==> src/design/audioPkg.sv <==
`default_nettype none

package audioPkg;

   localparam int sampleWidth    = 16;  // Two's complement audio sample
   localparam int phaseWidth     = 24;  // Top 8 bits index one sine period
   localparam int tuneWidth      = 10;
   localparam int fifoDepth      = 8;
   localparam int fifoCountWidth = 4;   // Holds every count from empty up to full

   // Magnitudes at the centres of the 64 points of the first quarter wave
   localparam logic [sampleWidth-2:0] quarterTable [64] = '{
      402, 1206, 2009, 2811, 3612, 4410, 5205, 5998,
      6786, 7571, 8351, 9126, 9896, 10659, 11417, 12167,
      12910, 13645, 14372, 15090, 15800, 16499, 17189, 17869,
      18537, 19195, 19841, 20475, 21096, 21705, 22301, 22884,
      23452, 24007, 24547, 25072, 25582, 26077, 26556, 27019,
      27466, 27896, 28310, 28706, 29085, 29447, 29791, 30117,
      30424, 30714, 30985, 31237, 31470, 31685, 31880, 32057,
      32213, 32351, 32469, 32567, 32646, 32705, 32745, 32765
   };

   function automatic logic [sampleWidth-2:0] sineQuarter(input logic [5:0] point);
      return quarterTable[point];
   endfunction

   typedef enum logic [1:0] {
      synthLookup,
      synthOffer,
      synthWait
   } synthState;

   typedef enum logic [1:0] {
      txIdle,
      txFetch,
      txDelay,
      txShift
   } txState;

endpackage

`default_nettype wire
==> src/design/sinewave.sv <==
`timescale 1ns/1ps
`default_nettype none

module sinewave
(
   input  logic                           CLOCK_50,
   input  logic                           rstN,
   input  logic                           audBclk,
   input  logic                           audDacLrck,
   input  logic [audioPkg::tuneWidth-1:0] sw,
   input  logic                           muteN,
   output logic                           audDacDat,
   output logic [9:0]                     ledr
);
   import audioPkg::*;

   logic                      wrCyc;
   logic                      wrStb;
   logic [sampleWidth-1:0]    wrDat;
   logic                      wrAck;
   logic                      rdCyc;
   logic                      rdStb;
   logic [sampleWidth-1:0]    rdDat;
   logic                      rdAck;
   logic [fifoCountWidth-1:0] fill;
   logic                      underrun;

   assign ledr = {underrun, 5'b0, fill};   // Fill level on the low LEDs

   sineSynth synth_i (
      .CLOCK_50 (CLOCK_50),
      .rstN     (rstN),
      .tune     (sw),
      .muteN    (muteN),
      .wrCyc    (wrCyc),
      .wrStb    (wrStb),
      .wrDat    (wrDat),
      .wrAck    (wrAck)
   );

   sampleFifo fifo_i (
      .CLOCK_50 (CLOCK_50),
      .rstN     (rstN),
      .wrCyc    (wrCyc),
      .wrStb    (wrStb),
      .wrDat    (wrDat),
      .wrAck    (wrAck),
      .rdCyc    (rdCyc),
      .rdStb    (rdStb),
      .rdDat    (rdDat),
      .rdAck    (rdAck),
      .fill     (fill)
   );

   i2sTransmitter tx_i (
      .CLOCK_50   (CLOCK_50),
      .rstN       (rstN),
      .audBclk    (audBclk),
      .audDacLrck (audDacLrck),
      .rdCyc      (rdCyc),
      .rdStb      (rdStb),
      .rdDat      (rdDat),
      .rdAck      (rdAck),
      .audDacDat  (audDacDat),
      .underrun   (underrun)
   );

endmodule

`default_nettype wire

==> src/design/i2sTransmitter.sv <==
`timescale 1ns/1ps
`default_nettype none

module i2sTransmitter
(
   input  logic                             CLOCK_50,
   input  logic                             rstN,
   input  logic                             audBclk,
   input  logic                             audDacLrck,
   output logic                             rdCyc,
   output logic                             rdStb,
   input  logic [audioPkg::sampleWidth-1:0] rdDat,
   input  logic                             rdAck,
   output logic                             audDacDat,
   output logic                             underrun
);
   import audioPkg::*;

   logic [2:0]             bclkPipe;
   logic [2:0]             lrPipe;
   logic                   bclkFall;
   logic                   lrFall;
   logic [sampleWidth-1:0] sample;
   logic [5:0]             bitCount;   // Falling edges since the frame started
   txState                 state;

   assign bclkFall = bclkPipe[2] && !bclkPipe[1];
   assign lrFall   = lrPipe[2] && !lrPipe[1];   // Left word begins

   always_ff @(posedge CLOCK_50 or negedge rstN)
   begin
      if (!rstN)
      begin
         bclkPipe <= '0;
         lrPipe   <= '0;
      end
      else
      begin
         bclkPipe <= {bclkPipe[1:0], audBclk};  // Two sync stages plus an edge stage
         lrPipe   <= {lrPipe[1:0], audDacLrck};
      end
   end

   always_ff @(posedge CLOCK_50 or negedge rstN)
   begin
      if (!rstN)
      begin
         state     <= txIdle;
         rdCyc     <= 1'b0;
         rdStb     <= 1'b0;
         audDacDat <= 1'b0;
         underrun  <= 1'b0;
         bitCount  <= '0;
      end
      else
      begin
         case (state)
            txIdle:
               if (lrFall)
               begin
                  rdCyc <= 1'b1;
                  rdStb <= 1'b1;
                  state <= txFetch;
               end
            txFetch:
               if (rdAck)
               begin
                  rdCyc <= 1'b0;
                  rdStb <= 1'b0;
                  state <= txDelay;
               end
               else if (bclkFall)
               begin
                  rdCyc     <= 1'b0;   // No sample in time so this frame goes out silent
                  rdStb     <= 1'b0;
                  underrun  <= 1'b1;
                  audDacDat <= 1'b0;
                  bitCount  <= 6'd1;
                  state     <= txShift;
               end
            txDelay:
               if (bclkFall)
               begin
                  audDacDat <= sample[sampleWidth-1];
                  bitCount  <= 6'd1;
                  state     <= txShift;
               end
            txShift:
               if (lrFall)
               begin
                  rdCyc    <= 1'b1;
                  rdStb    <= 1'b1;
                  bitCount <= '0;
                  state    <= txFetch;
               end
               else if (bclkFall)
               begin
                  // The first 16 slots of each half-frame carry the word and the rest are zero
                  audDacDat <= bitCount[4] ? 1'b0 : sample[~bitCount[3:0]];
                  bitCount  <= bitCount + 6'd1;
                  if (bitCount == 6'd63)
                     state <= txIdle;
               end
            default:
               state <= txIdle;
         endcase
      end
   end

   always_ff @(posedge CLOCK_50)
   begin
      if (state == txFetch && rdAck)
         sample <= rdDat;   // Same word serves left and right
      else if (state == txFetch && bclkFall)
         sample <= '0;
   end

   assert property (@(posedge CLOCK_50) disable iff (!rstN)
      !$stable(audDacDat) |-> $past(bclkFall));

endmodule

`default_nettype wire

==> src/design/sampleFifo.sv <==
`timescale 1ns/1ps
`default_nettype none

module sampleFifo
(
   input  logic                                CLOCK_50,
   input  logic                                rstN,
   input  logic                                wrCyc,
   input  logic                                wrStb,
   input  logic [audioPkg::sampleWidth-1:0]    wrDat,
   output logic                                wrAck,
   input  logic                                rdCyc,
   input  logic                                rdStb,
   output logic [audioPkg::sampleWidth-1:0]    rdDat,
   output logic                                rdAck,
   output logic [audioPkg::fifoCountWidth-1:0] fill
);
   import audioPkg::*;

   logic [sampleWidth-1:0]    mem [fifoDepth];
   logic [fifoCountWidth-2:0] wrPtr;
   logic [fifoCountWidth-2:0] rdPtr;
   logic                      full;
   logic                      empty;
   logic                      doWrite;
   logic                      doRead;

   assign full    = (fill == fifoCountWidth'(fifoDepth));
   assign empty   = (fill == '0);
   assign doWrite = wrCyc && wrStb && !wrAck && !full;  // Ack cycle is not a new request
   assign doRead  = rdCyc && rdStb && !rdAck && !empty;

   always_ff @(posedge CLOCK_50 or negedge rstN)
   begin
      if (!rstN)
      begin
         wrPtr <= '0;
         rdPtr <= '0;
         fill  <= '0;
         wrAck <= 1'b0;
         rdAck <= 1'b0;
      end
      else
      begin
         wrAck <= doWrite;
         rdAck <= doRead;
         if (doWrite)
            wrPtr <= wrPtr + 1'b1;
         if (doRead)
            rdPtr <= rdPtr + 1'b1;
         case ({doWrite, doRead})
            2'b10:   fill <= fill + 1'b1;
            2'b01:   fill <= fill - 1'b1;
            default: fill <= fill;   // Both or neither leave the count alone
         endcase
      end
   end

   always_ff @(posedge CLOCK_50)
   begin
      if (doWrite)
         mem[wrPtr] <= wrDat;
      if (doRead)
         rdDat <= mem[rdPtr];
   end

   assert property (@(posedge CLOCK_50) disable iff (!rstN)
      fill <= fifoCountWidth'(fifoDepth));

   assert property (@(posedge CLOCK_50) disable iff (!rstN)
      wrAck |-> $past(fill) != fifoCountWidth'(fifoDepth));

   assert property (@(posedge CLOCK_50) disable iff (!rstN)
      rdAck |-> $past(fill) != '0);

endmodule

`default_nettype wire

==> src/design/sineSynth.sv <==
`timescale 1ns/1ps
`default_nettype none

module sineSynth
(
   input  logic                             CLOCK_50,
   input  logic                             rstN,
   input  logic [audioPkg::tuneWidth-1:0]   tune,
   input  logic                             muteN,
   output logic                             wrCyc,
   output logic                             wrStb,
   output logic [audioPkg::sampleWidth-1:0] wrDat,
   input  logic                             wrAck
);
   import audioPkg::*;

   synthState              state;
   logic [phaseWidth-1:0]  phase;
   logic [5:0]             point;
   logic [sampleWidth-2:0] magnitude;
   logic                   negative;
   logic [sampleWidth-1:0] magExt;

   // Second and fourth quarters of the period read the table backwards
   assign point  = phase[phaseWidth-2] ? ~phase[phaseWidth-3 -: 6] : phase[phaseWidth-3 -: 6];
   assign magExt = {1'b0, magnitude};

   always_ff @(posedge CLOCK_50 or negedge rstN)
   begin
      if (!rstN)
      begin
         state <= synthLookup;
         phase <= '0;
         wrCyc <= 1'b0;
         wrStb <= 1'b0;
      end
      else
      begin
         case (state)
            synthLookup:
               state <= synthOffer;
            synthOffer:
            begin
               wrCyc <= 1'b1;
               wrStb <= 1'b1;
               state <= synthWait;
            end
            synthWait:
               if (wrAck)
               begin
                  wrCyc <= 1'b0;
                  wrStb <= 1'b0;
                  phase <= phase + phaseWidth'(tune);  // Advances even while muted
                  state <= synthLookup;
               end
            default:
               state <= synthLookup;
         endcase
      end
   end

   always_ff @(posedge CLOCK_50)
   begin
      if (state == synthLookup)
      begin
         magnitude <= sineQuarter(point);
         negative  <= phase[phaseWidth-1];  // Second half of the period is negative
      end
      if (state == synthOffer)
         wrDat <= muteN ? (negative ? -magExt : magExt) : '0;
   end

   // The offered word must not move until the FIFO has taken it
   assert property (@(posedge CLOCK_50) disable iff (!rstN)
      wrStb && !wrAck |=> wrStb && $stable(wrDat));

endmodule

`default_nettype wire

==> config.mk <==
export PLATFORM = sky130hd
export DESIGN_NAME = sinewave
export DESIGN_NICKNAME = d
export VERILOG_FILES = /design/src/design/audioPkg.sv /design/src/design/sinewave.sv /design/src/design/i2sTransmitter.sv /design/src/design/sampleFifo.sv /design/src/design/sineSynth.sv
export SDC_FILE = /design/constraint.sdc
export NUM_CORES = 1
export LEC_CHECK = 0
export ABC_CLOCK_PERIOD_IN_PS = 7600
export BUFFER_PORTS_ARGS = -buffer_cell sky130_fd_sc_hd__buf_2
export CORE_MARGIN = 2
export CORE_UTILIZATION = 45
export DETAILED_ROUTE_END_ITERATION = 10
export GPL_TIMING_DRIVEN = 0
export HOLD_SLACK_MARGIN = 0.15
export PLACE_DENSITY_LB_ADDON = 0.12
export SKIP_LAST_GASP = 1
export SLEW_MARGIN = 10
export SYNTH_ARGS = -nofsm -noshare
export SYNTH_HDL_FRONTEND = slang
export SYNTH_SLANG_ARGS = --single-unit
==> constraint.sdc <==
create_clock -name CLOCK_50 -period 7.6 [get_ports CLOCK_50]
set_input_delay 0 -clock CLOCK_50 [delete_from_list [all_inputs] [get_ports CLOCK_50]]
set_output_delay 0 -clock CLOCK_50 [all_outputs]
set_load 0.02 [all_outputs]
==> flow_metrics.py, run 1 <==
metrics = {
    "clock_network": {
        "clock_root_cell": "sky130_fd_sc_hd__clkbuf_16",
        "clkLatencyLatePin_ns": 0.53,
        "numCtsBuffers": 26,
        "tritoncts": "yes",
        "max-clock-path-buffers": 3,
        "post_cts_clock_slew_at_the_launch_and_capture_registers_of_the_worst_setup_and_hold_paths_ns": 0.06,
        "cts_num_sinks": 248,
        "clock_tree.htree_level_count": 1,
    },
    "sta": {
        "timing.final.setup_violations": 0,
        "final-max-slew-violation-count": 0,
        "grt_setup_unrepaired": "no",
        "holdWs_ns": 0.2117,
        "final_min_period_over_clock_period_pct": 48.32,
        "final.setup.tns_ns": 0,
        "worst_slew_pin_slew_ns": 1.204,
        "final-hold-violation-count": 0,
        "clock.fmax_mhz": 272.3,
        "layout_min_cycle_time_ns": 3.672,
        "worst_clock_skew_ns": 0.02832,
        "relSlewSlack_pct": 19.46,
    },
    "synthesis": {
        "count_of_flip_flops_with_a_built_in_enable_after_synthesis": 192,
        "postSynth.asyncResetShare_pct": 22.58,
        "portion_of_synthesized_cell_area_occupied_by_the_leading_cell_type_pct": 46.23,
        "yosysWarningCount": 0,
        "yosys-top-cells-area": "sky130_fd_sc_hd__edfxtp_1, sky130_fd_sc_hd__dfrtp_1, sky130_fd_sc_hd__mux4_2",
        "synth-seq-area-share_pct": 57.47,
        "synth.ff_latch_count": 248,
        "syn-cell-area_sq_um": 12470,
        "ys_top_cells_by_count": "sky130_fd_sc_hd__edfxtp_1, sky130_fd_sc_hd__nand2_1, sky130_fd_sc_hd__o21ai_0",
        "post-synth-top-area-cell": "sky130_fd_sc_hd__edfxtp_1",
        "synth_cells": 988,
        "synth-main-ff-cell": "sky130_fd_sc_hd__edfxtp_1",
        "ys_types": 71,
        "synth.most_common_cell": "sky130_fd_sc_hd__edfxtp_1",
        "syn_area_per_cell_sq_um": 12.62,
    },
    "die": {
        "floorplan.die.height_microns": 170.5,
        "initial_utilization_pct": 46.02,
        "die_area_sq_um": 29060,
        "core_area_sq_um": 27100,
        "boundaryPins": 26,
        "placement_rows": 60,
        "die_w_microns": 170.5,
    },
    "power_and_ir_drop": {
        "leakage_nw": 5.253,
        "power-per-cell-area_nw_per_um2": 329.9,
        "vdd_drop_max_mv": 0.1520,
    },
    "hold_path": {
        "timing.hold.worst_path_depth": 5,
        "hold_class": "primary input to register",
    },
    "placed_design": {
        "gpl.final_weighted_congestion": 0.9576,
        "port-buffer-count": 20,
        "number_of_cells_in_the_design_after_placement": 1397,
        "post-dp-hpwl_microns": 19930,
    },
    "setup_path": {
        "rr_worst_depth": 9,
        "worst-path-max-fanout": 12,
        "cp_data_required_time_ns": 7.80,
        "worstSetupStartpointType": "register",
        "crit_path_cell_trace": "buf_4 -> xnor2_2 -> inv_1 -> ha_1 -> clkbuf_1 -> nor2_1 -> a21oi_1 -> o31ai_1 -> a32oi_1",
        "crit_type": "register to register",
        "worst_setup_path_end_kind": "register",
        "critical_path_arrival_ns": 3.88,
        "critical_path_s_slowest_cell": "sky130_fd_sc_hd__xnor2_2",
        "critPathMaxStageDelay_ns": 0.64,
    },
    "detailed_routing": {
        "route.antenna.remaining_nets": 0,
        "via_per_inst": 5.614,
        "dr.first_iter.drc_count": 787,
        "route.detailed.drc": 0,
        "detail_route.first_pass.iterations": 7,
        "total_wire_length_microns": 28420,
        "detailroute.via_count": 8225,
        "wl_per_cell_microns": 19.40,
    },
    "cells_and_area": {
        "fillerInstances": 2346,
        "post_route_cells_drive_above_1_share_pct": 15.83,
        "final_nets": 1129,
        "num_antenna_cells": 0,
        "final_cell_count_no_fill": 1465,
        "synthToLayoutAreaGrowth_pct": 14.39,
    },
    "global_routing": {
        "grt_max_degree": 30,
        "globalRoute.totalOverflow": 0,
        "number_of_antenna_violations_at_the_first_check_in_global_routing": 0,
        "globalRouteTotalUtil_pct": 20.26,
        "global_route_wire_length_before_repair_microns": 45710,
        "grt_pass1_vias": 8150,
    },
    "flow_run": {
        "max-cap-violations": 0,
    },
    "run_status": {
        "status": "completed",
    },
}
-- layout by cell type, fill, tap and decap left out, types with 14 or more instances in the layout --
cell type,count
sky130_fd_sc_hd__o21ai_0,62
sky130_fd_sc_hd__and3_1,23
sky130_fd_sc_hd__clkbuf_1,46
sky130_fd_sc_hd__clkbuf_16,26
sky130_fd_sc_hd__nand2_1,87
sky130_fd_sc_hd__buf_2,35
sky130_fd_sc_hd__nand2b_1,20
sky130_fd_sc_hd__nor2_1,46
sky130_fd_sc_hd__a21oi_1,48
sky130_fd_sc_hd__dlygate4sd3_1,20
sky130_fd_sc_hd__mux2_2,20
sky130_fd_sc_hd__inv_1,28
sky130_fd_sc_hd__xnor2_1,28
sky130_fd_sc_hd__nand3_1,16
sky130_fd_sc_hd__nor2b_1,14
sky130_fd_sc_hd__mux4_2,40
sky130_fd_sc_hd__ha_1,38
sky130_fd_sc_hd__xor2_1,17
sky130_fd_sc_hd__dfrtp_1,56
sky130_fd_sc_hd__edfxtp_1,192
-- worst max-delay path, delay by kind of cell (launching register included) --
family / cells / cell delay [ns]
buffers and inverters: 3 / 0.89
AND/OR/NAND/NOR: 1 / 0.28
AO/OA/AOI/OAI: 3 / 0.84
adder cells (fa/ha/maj): 1 / 0.32
XOR/XNOR: 1 / 0.64
flip-flops: 1 / 0.38
-- per-stage QoR --
stage	area [sq um]	setup WS, ns	power, W	utilization [%]
final	14260	3.928	0.004705	52.64
after CTS	14260	4.045	0.004772	52.64
after global routing	14260	3.821	0.004997	52.64
after detailed placement	13250	4.062	0.003563	48.91
after global placement	13050	3.067	0.003494	48.16
after floorplan	12490	4.023	0.003116	-
-- where the power goes --
part	leakage (nW)	switching [W]	total, W	internal [W]
clock network	0.379	0.000509	0.00117	0.000664
logic	2.43	0.000747	0.00138	0.000636
registers	2.44	0.000203	0.00215	0.00195
-- layout make-up --
cell class                      instances  area (sq um)  share of cell area, %
Buffer                                 68         301.5                  2.114
Inverter                               29         108.9                 0.7631
Clock inverter                         16         121.4                 0.8508
Sequential cell                       248          7167                  50.24
Tap cell                              372         465.4                  3.263
Clock buffer                           31         669.4                  4.693
Multi-Input combinational cell        647          4938                  34.62
Timing Repair Buffer                   54         493.0                  3.456
-- repair_timing --
item / CTS / global route
hold buffers: 21 / 0
setup buffers: 0 / 0
gates resized for setup: 0 / 0
hold endpoints to repair: 79 / 0
-- logic make-up after synthesis --
kind of cell	count (synthesis)	share of synthesized area (%)
and+or+nand+nor	269	10.67
DFF	248	57.47
AOI/OAI and AO/OA	223	11.67
buffers and inverters	97	3.291
muxes	62	9.190
xor gates and xnor gates	48	3.552
adders and majority gates	40	4.134
other	1	0.03007
-- registers in the layout (all words and copies together), names as in the netlist --
name               flops
synth_i.state          2
tx_i.lrPipe            3
tx_i.sample           16
tx_i.audDacDat         1
fifo_i.wrPtr           3
fifo_i.rdAck           1
synth_i.magnitude     15
tx_i.bclkPipe          3
fifo_i.rdPtr           3
fifo_i.fill            4
synth_i.wrDat         16
tx_i.state             2
tx_i.rdStb             1
synth_i.phase         24
fifo_i.wrAck           1
tx_i.underrun          1
tx_i.bitCount          6
synth_i.negative       1
synth_i.wrCyc          1
fifo_i.rdDat          16
fifo_i.mem           128
-- layer usage --
layer  vias up  part of all wire, %  track usage, %
met1      4002                   42           26.20
met5         -                    0               0
met2       266                   50           35.67
met3        62                  4.7           2.488
li1       3895                    -               -
met4         0                  3.3           6.280
-- path summary, 6_finish.rpt --
check	startpoint	to	slack, ns
setup / recovery	synth_i.phase[22]	synth_i.magnitude[9]	3.93
setup reg to reg	synth_i.phase[22]	synth_i.magnitude[9]	3.93
hold / removal	sw[7]	synth_i.phase[8]	0.21
max in group asynchronous	rstN	fifo_i.wrPtr[2]	6.86
hold reg to reg	tx_i.bclkPipe[0]	tx_i.bclkPipe[1]	0.35
min in group asynchronous	rstN	fifo_i.rdPtr[1]	0.55
(Power assumes the default switching activity.)
==> inputs of run 2 (changes only) <==
ABC_AREA = 1   (was not set)
ABC_CLOCK_PERIOD_IN_PS = 3750   (was 7600)
clock period = 3.75 ns   (was 7.6 ns; I/O delays follow)
==> flow_metrics.py, run 2 <==
metrics = {
    "detailed_routing": {
        "dr.first_iter.drc_count": 759,
        "total_wire_length_microns": 30680,
        "route.detailed.drc": 0,
        "via_per_inst": 5.288,
        "detailroute.via_count": 9285,
        "detail_route.first_pass.iterations": 5,
        "wl_per_cell_microns": 17.47,
        "route.antenna.remaining_nets": 0,
    },
    "flow_run": {
        "max-cap-violations": 0,
    },
    "synthesis": {
        "syn-cell-area_sq_um": 12360,
        "synth_xor_area_share_pct": 1.620,
        "synth-seq-area-share_pct": 57.98,
        "main_combinational_cell_family_by_area_after_synthesis": "simple AND/OR/NAND/NOR gates",
        "ys_types": 46,
        "yosysWarningCount": 0,
        "synth_cells": 1312,
        "post-synth-top-area-cell": "sky130_fd_sc_hd__edfxtp_1",
        "ys_top_cells_by_count": "sky130_fd_sc_hd__nand2_1, sky130_fd_sc_hd__edfxtp_1, sky130_fd_sc_hd__nor2_1",
        "synth_fa_ha_area_share_pct": 4.170,
        "post_synthesis_mux_area_share_pct": 0.09110,
        "synth.most_common_cell": "sky130_fd_sc_hd__nand2_1",
        "synth.ff_latch_count": 248,
        "portion_of_synthesized_cell_area_occupied_by_the_leading_cell_type_pct": 46.64,
        "syn_area_per_cell_sq_um": 9.421,
        "postSynth.asyncResetShare_pct": 22.58,
        "synth_simple_gate_area_share_pct": 19.95,
        "yosys-top-cells-area": "sky130_fd_sc_hd__edfxtp_1, sky130_fd_sc_hd__dfrtp_1, sky130_fd_sc_hd__nand2_1",
        "compound_gate_fraction_of_synth_area_pct": 9.495,
        "count_of_flip_flops_with_a_built_in_enable_after_synthesis": 192,
        "synth-main-ff-cell": "sky130_fd_sc_hd__edfxtp_1",
    },
    "setup_path": {
        "crit_path_cell_trace": "inv_1 -> nand3_1 -> nand3_1 -> inv_1 -> ha_1 -> ha_1 -> a21oi_1 -> o21ai_0 -> xor2_1 -> mux2_2",
        "crit_buf_inv": 2,
        "critPathMaxStageDelay_ns": 0.69,
        "critical_path_arrival_ns": 3.40,
        "cpLargestDelayFamily": "buffers and inverters",
        "rr_worst_depth": 10,
        "worstSetupStartpointType": "register",
        "timing.critical_path.depth": 10,
        "worst-path-max-fanout": 20,
        "worst_setup_path_end_kind": "register",
        "cp_data_required_time_ns": 4.17,
        "critical_path_s_slowest_cell": "sky130_fd_sc_hd__inv_1",
        "crit_type": "register to register",
    },
    "sta": {
        "clock.fmax_mhz": 335.1,
        "worst_slew_pin_slew_ns": 1.018,
        "final.setup.tns_ns": 0,
        "worst_clock_skew_ns": 0.01253,
        "timing.final.setup_violations": 0,
        "final-max-slew-violation-count": 0,
        "layout_min_cycle_time_ns": 2.984,
        "final-hold-violation-count": 0,
        "grt_setup_unrepaired": "no",
        "final_min_period_over_clock_period_pct": 79.57,
        "relSlewSlack_pct": 31.67,
    },
    "power_and_ir_drop": {
        "leakage_nw": 5.908,
        "vdd_drop_max_mv": 0.4286,
        "power-per-cell-area_nw_per_um2": 741.2,
    },
    "global_routing": {
        "grt_pass1_vias": 9110,
        "global_route_wire_length_before_repair_microns": 48380,
        "globalRoute.totalOverflow": 0,
        "number_of_antenna_violations_at_the_first_check_in_global_routing": 0,
        "grt_max_degree": 57,
        "globalRouteTotalUtil_pct": 21.52,
    },
    "cells_and_area": {
        "layout_commonest_cell": "sky130_fd_sc_hd__nand2_1",
        "layout.cells.most_common_list": "sky130_fd_sc_hd__nand2_1, sky130_fd_sc_hd__edfxtp_1, sky130_fd_sc_hd__nor2_1, sky130_fd_sc_hd__inv_1, sky130_fd_sc_hd__o21ai_0",
        "largest_registers": "fifo_i.mem (128), synth_i.phase (24)",
        "final_cell_count_no_fill": 1756,
        "largest_register": "fifo_i.mem",
        "post_route_cells_drive_above_1_share_pct": 8.834,
        "synthToLayoutAreaGrowth_pct": 14.09,
        "largest_reg_flops": 128,
        "num_antenna_cells": 0,
        "final_nets": 1449,
    },
    "die": {
        "placement_rows": 60,
        "die_w_microns": 169.7,
        "core_area_sq_um": 26950,
        "die_area_sq_um": 28810,
        "floorplan.die.height_microns": 169.7,
        "boundaryPins": 26,
        "initial_utilization_pct": 45.86,
    },
    "hold_path": {
        "timing.hold.worst_path_depth": 5,
        "hold_class": "primary input to register",
    },
    "run_status": {
        "status": "completed",
    },
    "placed_design": {
        "gpl.final_weighted_congestion": 0.9513,
        "port-buffer-count": 20,
        "post-dp-hpwl_microns": 21160,
        "number_of_cells_in_the_design_after_placement": 1685,
    },
    "clock_network": {
        "max-clock-path-buffers": 3,
        "clkLatencyLatePin_ns": 0.54,
        "numCtsBuffers": 27,
        "tritoncts": "yes",
        "clock_root_cell": "sky130_fd_sc_hd__clkbuf_16",
        "cts_num_sinks": 248,
        "post_cts_clock_slew_at_the_launch_and_capture_registers_of_the_worst_setup_and_hold_paths_ns": 0.06,
        "clock_tree.htree_level_count": 1,
    },
}
==> run 2: cell types whose count changed after synthesis, sizes merged, moves of 24 or more <==
cell    before  now
nand3       16   83
o21ai       64  100
mux4        40    0
nor2        52  188
o32ai        0   32
nand2       87  305
inv         29  139
clkbuf      41   17
==> run 2: worst reg2reg max path: cells and delay by family (launching register included) <==
| kind | cells | cell delay, ns |
|---|---|---|
| AOI/OAI and AO/OA | 2 | 0.25 |
| xor gates and xnor gates | 1 | 0.16 |
| adders and majority gates | 2 | 0.67 |
| buffers and inverters | 2 | 0.76 |
| DFF | 1 | 0.42 |
| muxes | 1 | 0.26 |
| and+or+nand+nor | 2 | 0.35 |
==> run 2: report_power, final <==
part / switching (W) / internal [W]
clock network: 0.00104 / 0.00137
registers: 0.000433 / 0.00404
logic: 0.00240 / 0.00118
total: 0.00388 / 0.00658
==> run 2: cells by family (layout without fill, tap and decap cells) <==
family | after synthesis | after routing
AOI/OAI and AO/OA | 198 | 198
xor gates and xnor gates | 22 | 22
adders and majority gates | 40 | 40
buffers and inverters | 196 | 295
DFF | 248 | 248
muxes | 1 | 1
other | 1 | 5
and+or+nand+nor | 606 | 606
==> run 2: final timing paths <==
kind | from | endpoint | slack [ns]
hold / removal | sw[0] | synth_i.phase[0] | 0.33
min in group asynchronous | rstN | synth_i.phase[10] | 0.52
hold reg to reg | tx_i.lrPipe[0] | tx_i.lrPipe[1] | 0.35
setup reg to reg | fifo_i.fill[3] | fifo_i.fill[3] | 0.77
max in group asynchronous | rstN | fifo_i.rdPtr[2] | 2.93
setup / recovery | fifo_i.fill[3] | fifo_i.fill[3] | 0.77
==> run 2: final cells by class <==
class	count	area, sq um
Sequential cell	248	7167
Timing Repair Buffer	49	475.5
Inverter	141	531.8
Clock buffer	43	745.7
Fill cell	2477	12850
Clock inverter	7	50.05
Buffer	55	291.5
Tap cell	341	426.7
Multi-Input combinational cell	872	4414
==> run 2: routing by layer <==
metal | wire (microns) | GRT usage (%) | vias to the layer above
met5 | 0 | 0 | -
met4 | 790 | 7.246 | 0
met3 | 1509 | 2.612 | 52
met2 | 15350 | 38.65 | 243
met1 | 13030 | 26.95 | 4412
li1 | - | - | 4578
==> run 2: repair_timing <==
action | in CTS | in global routing
resized for setup | 0 | 0
hold buffers | 21 | 0
hold endpoints to repair | 82 | 0
endpoints found under the setup margin | 0 | 0
buffers inserted | 0 | 0
==> run 2: through the flow <==
step	cell area [sq um]	util (%)	setup WS [ns]	power [W]	hold WS [ns]
floorplan	12380	-	1.252	0.006823	-0.2956
global placement	12900	47.87	0.7647	0.007891	0.1088
detailed placement	13080	48.52	0.7252	0.008064	0.1126
CTS	14100	52.32	0.7092	0.01055	0.2948
global route	14100	52.33	0.5120	0.01117	0.3671
finish	14100	52.33	0.7660	0.01045	0.3341
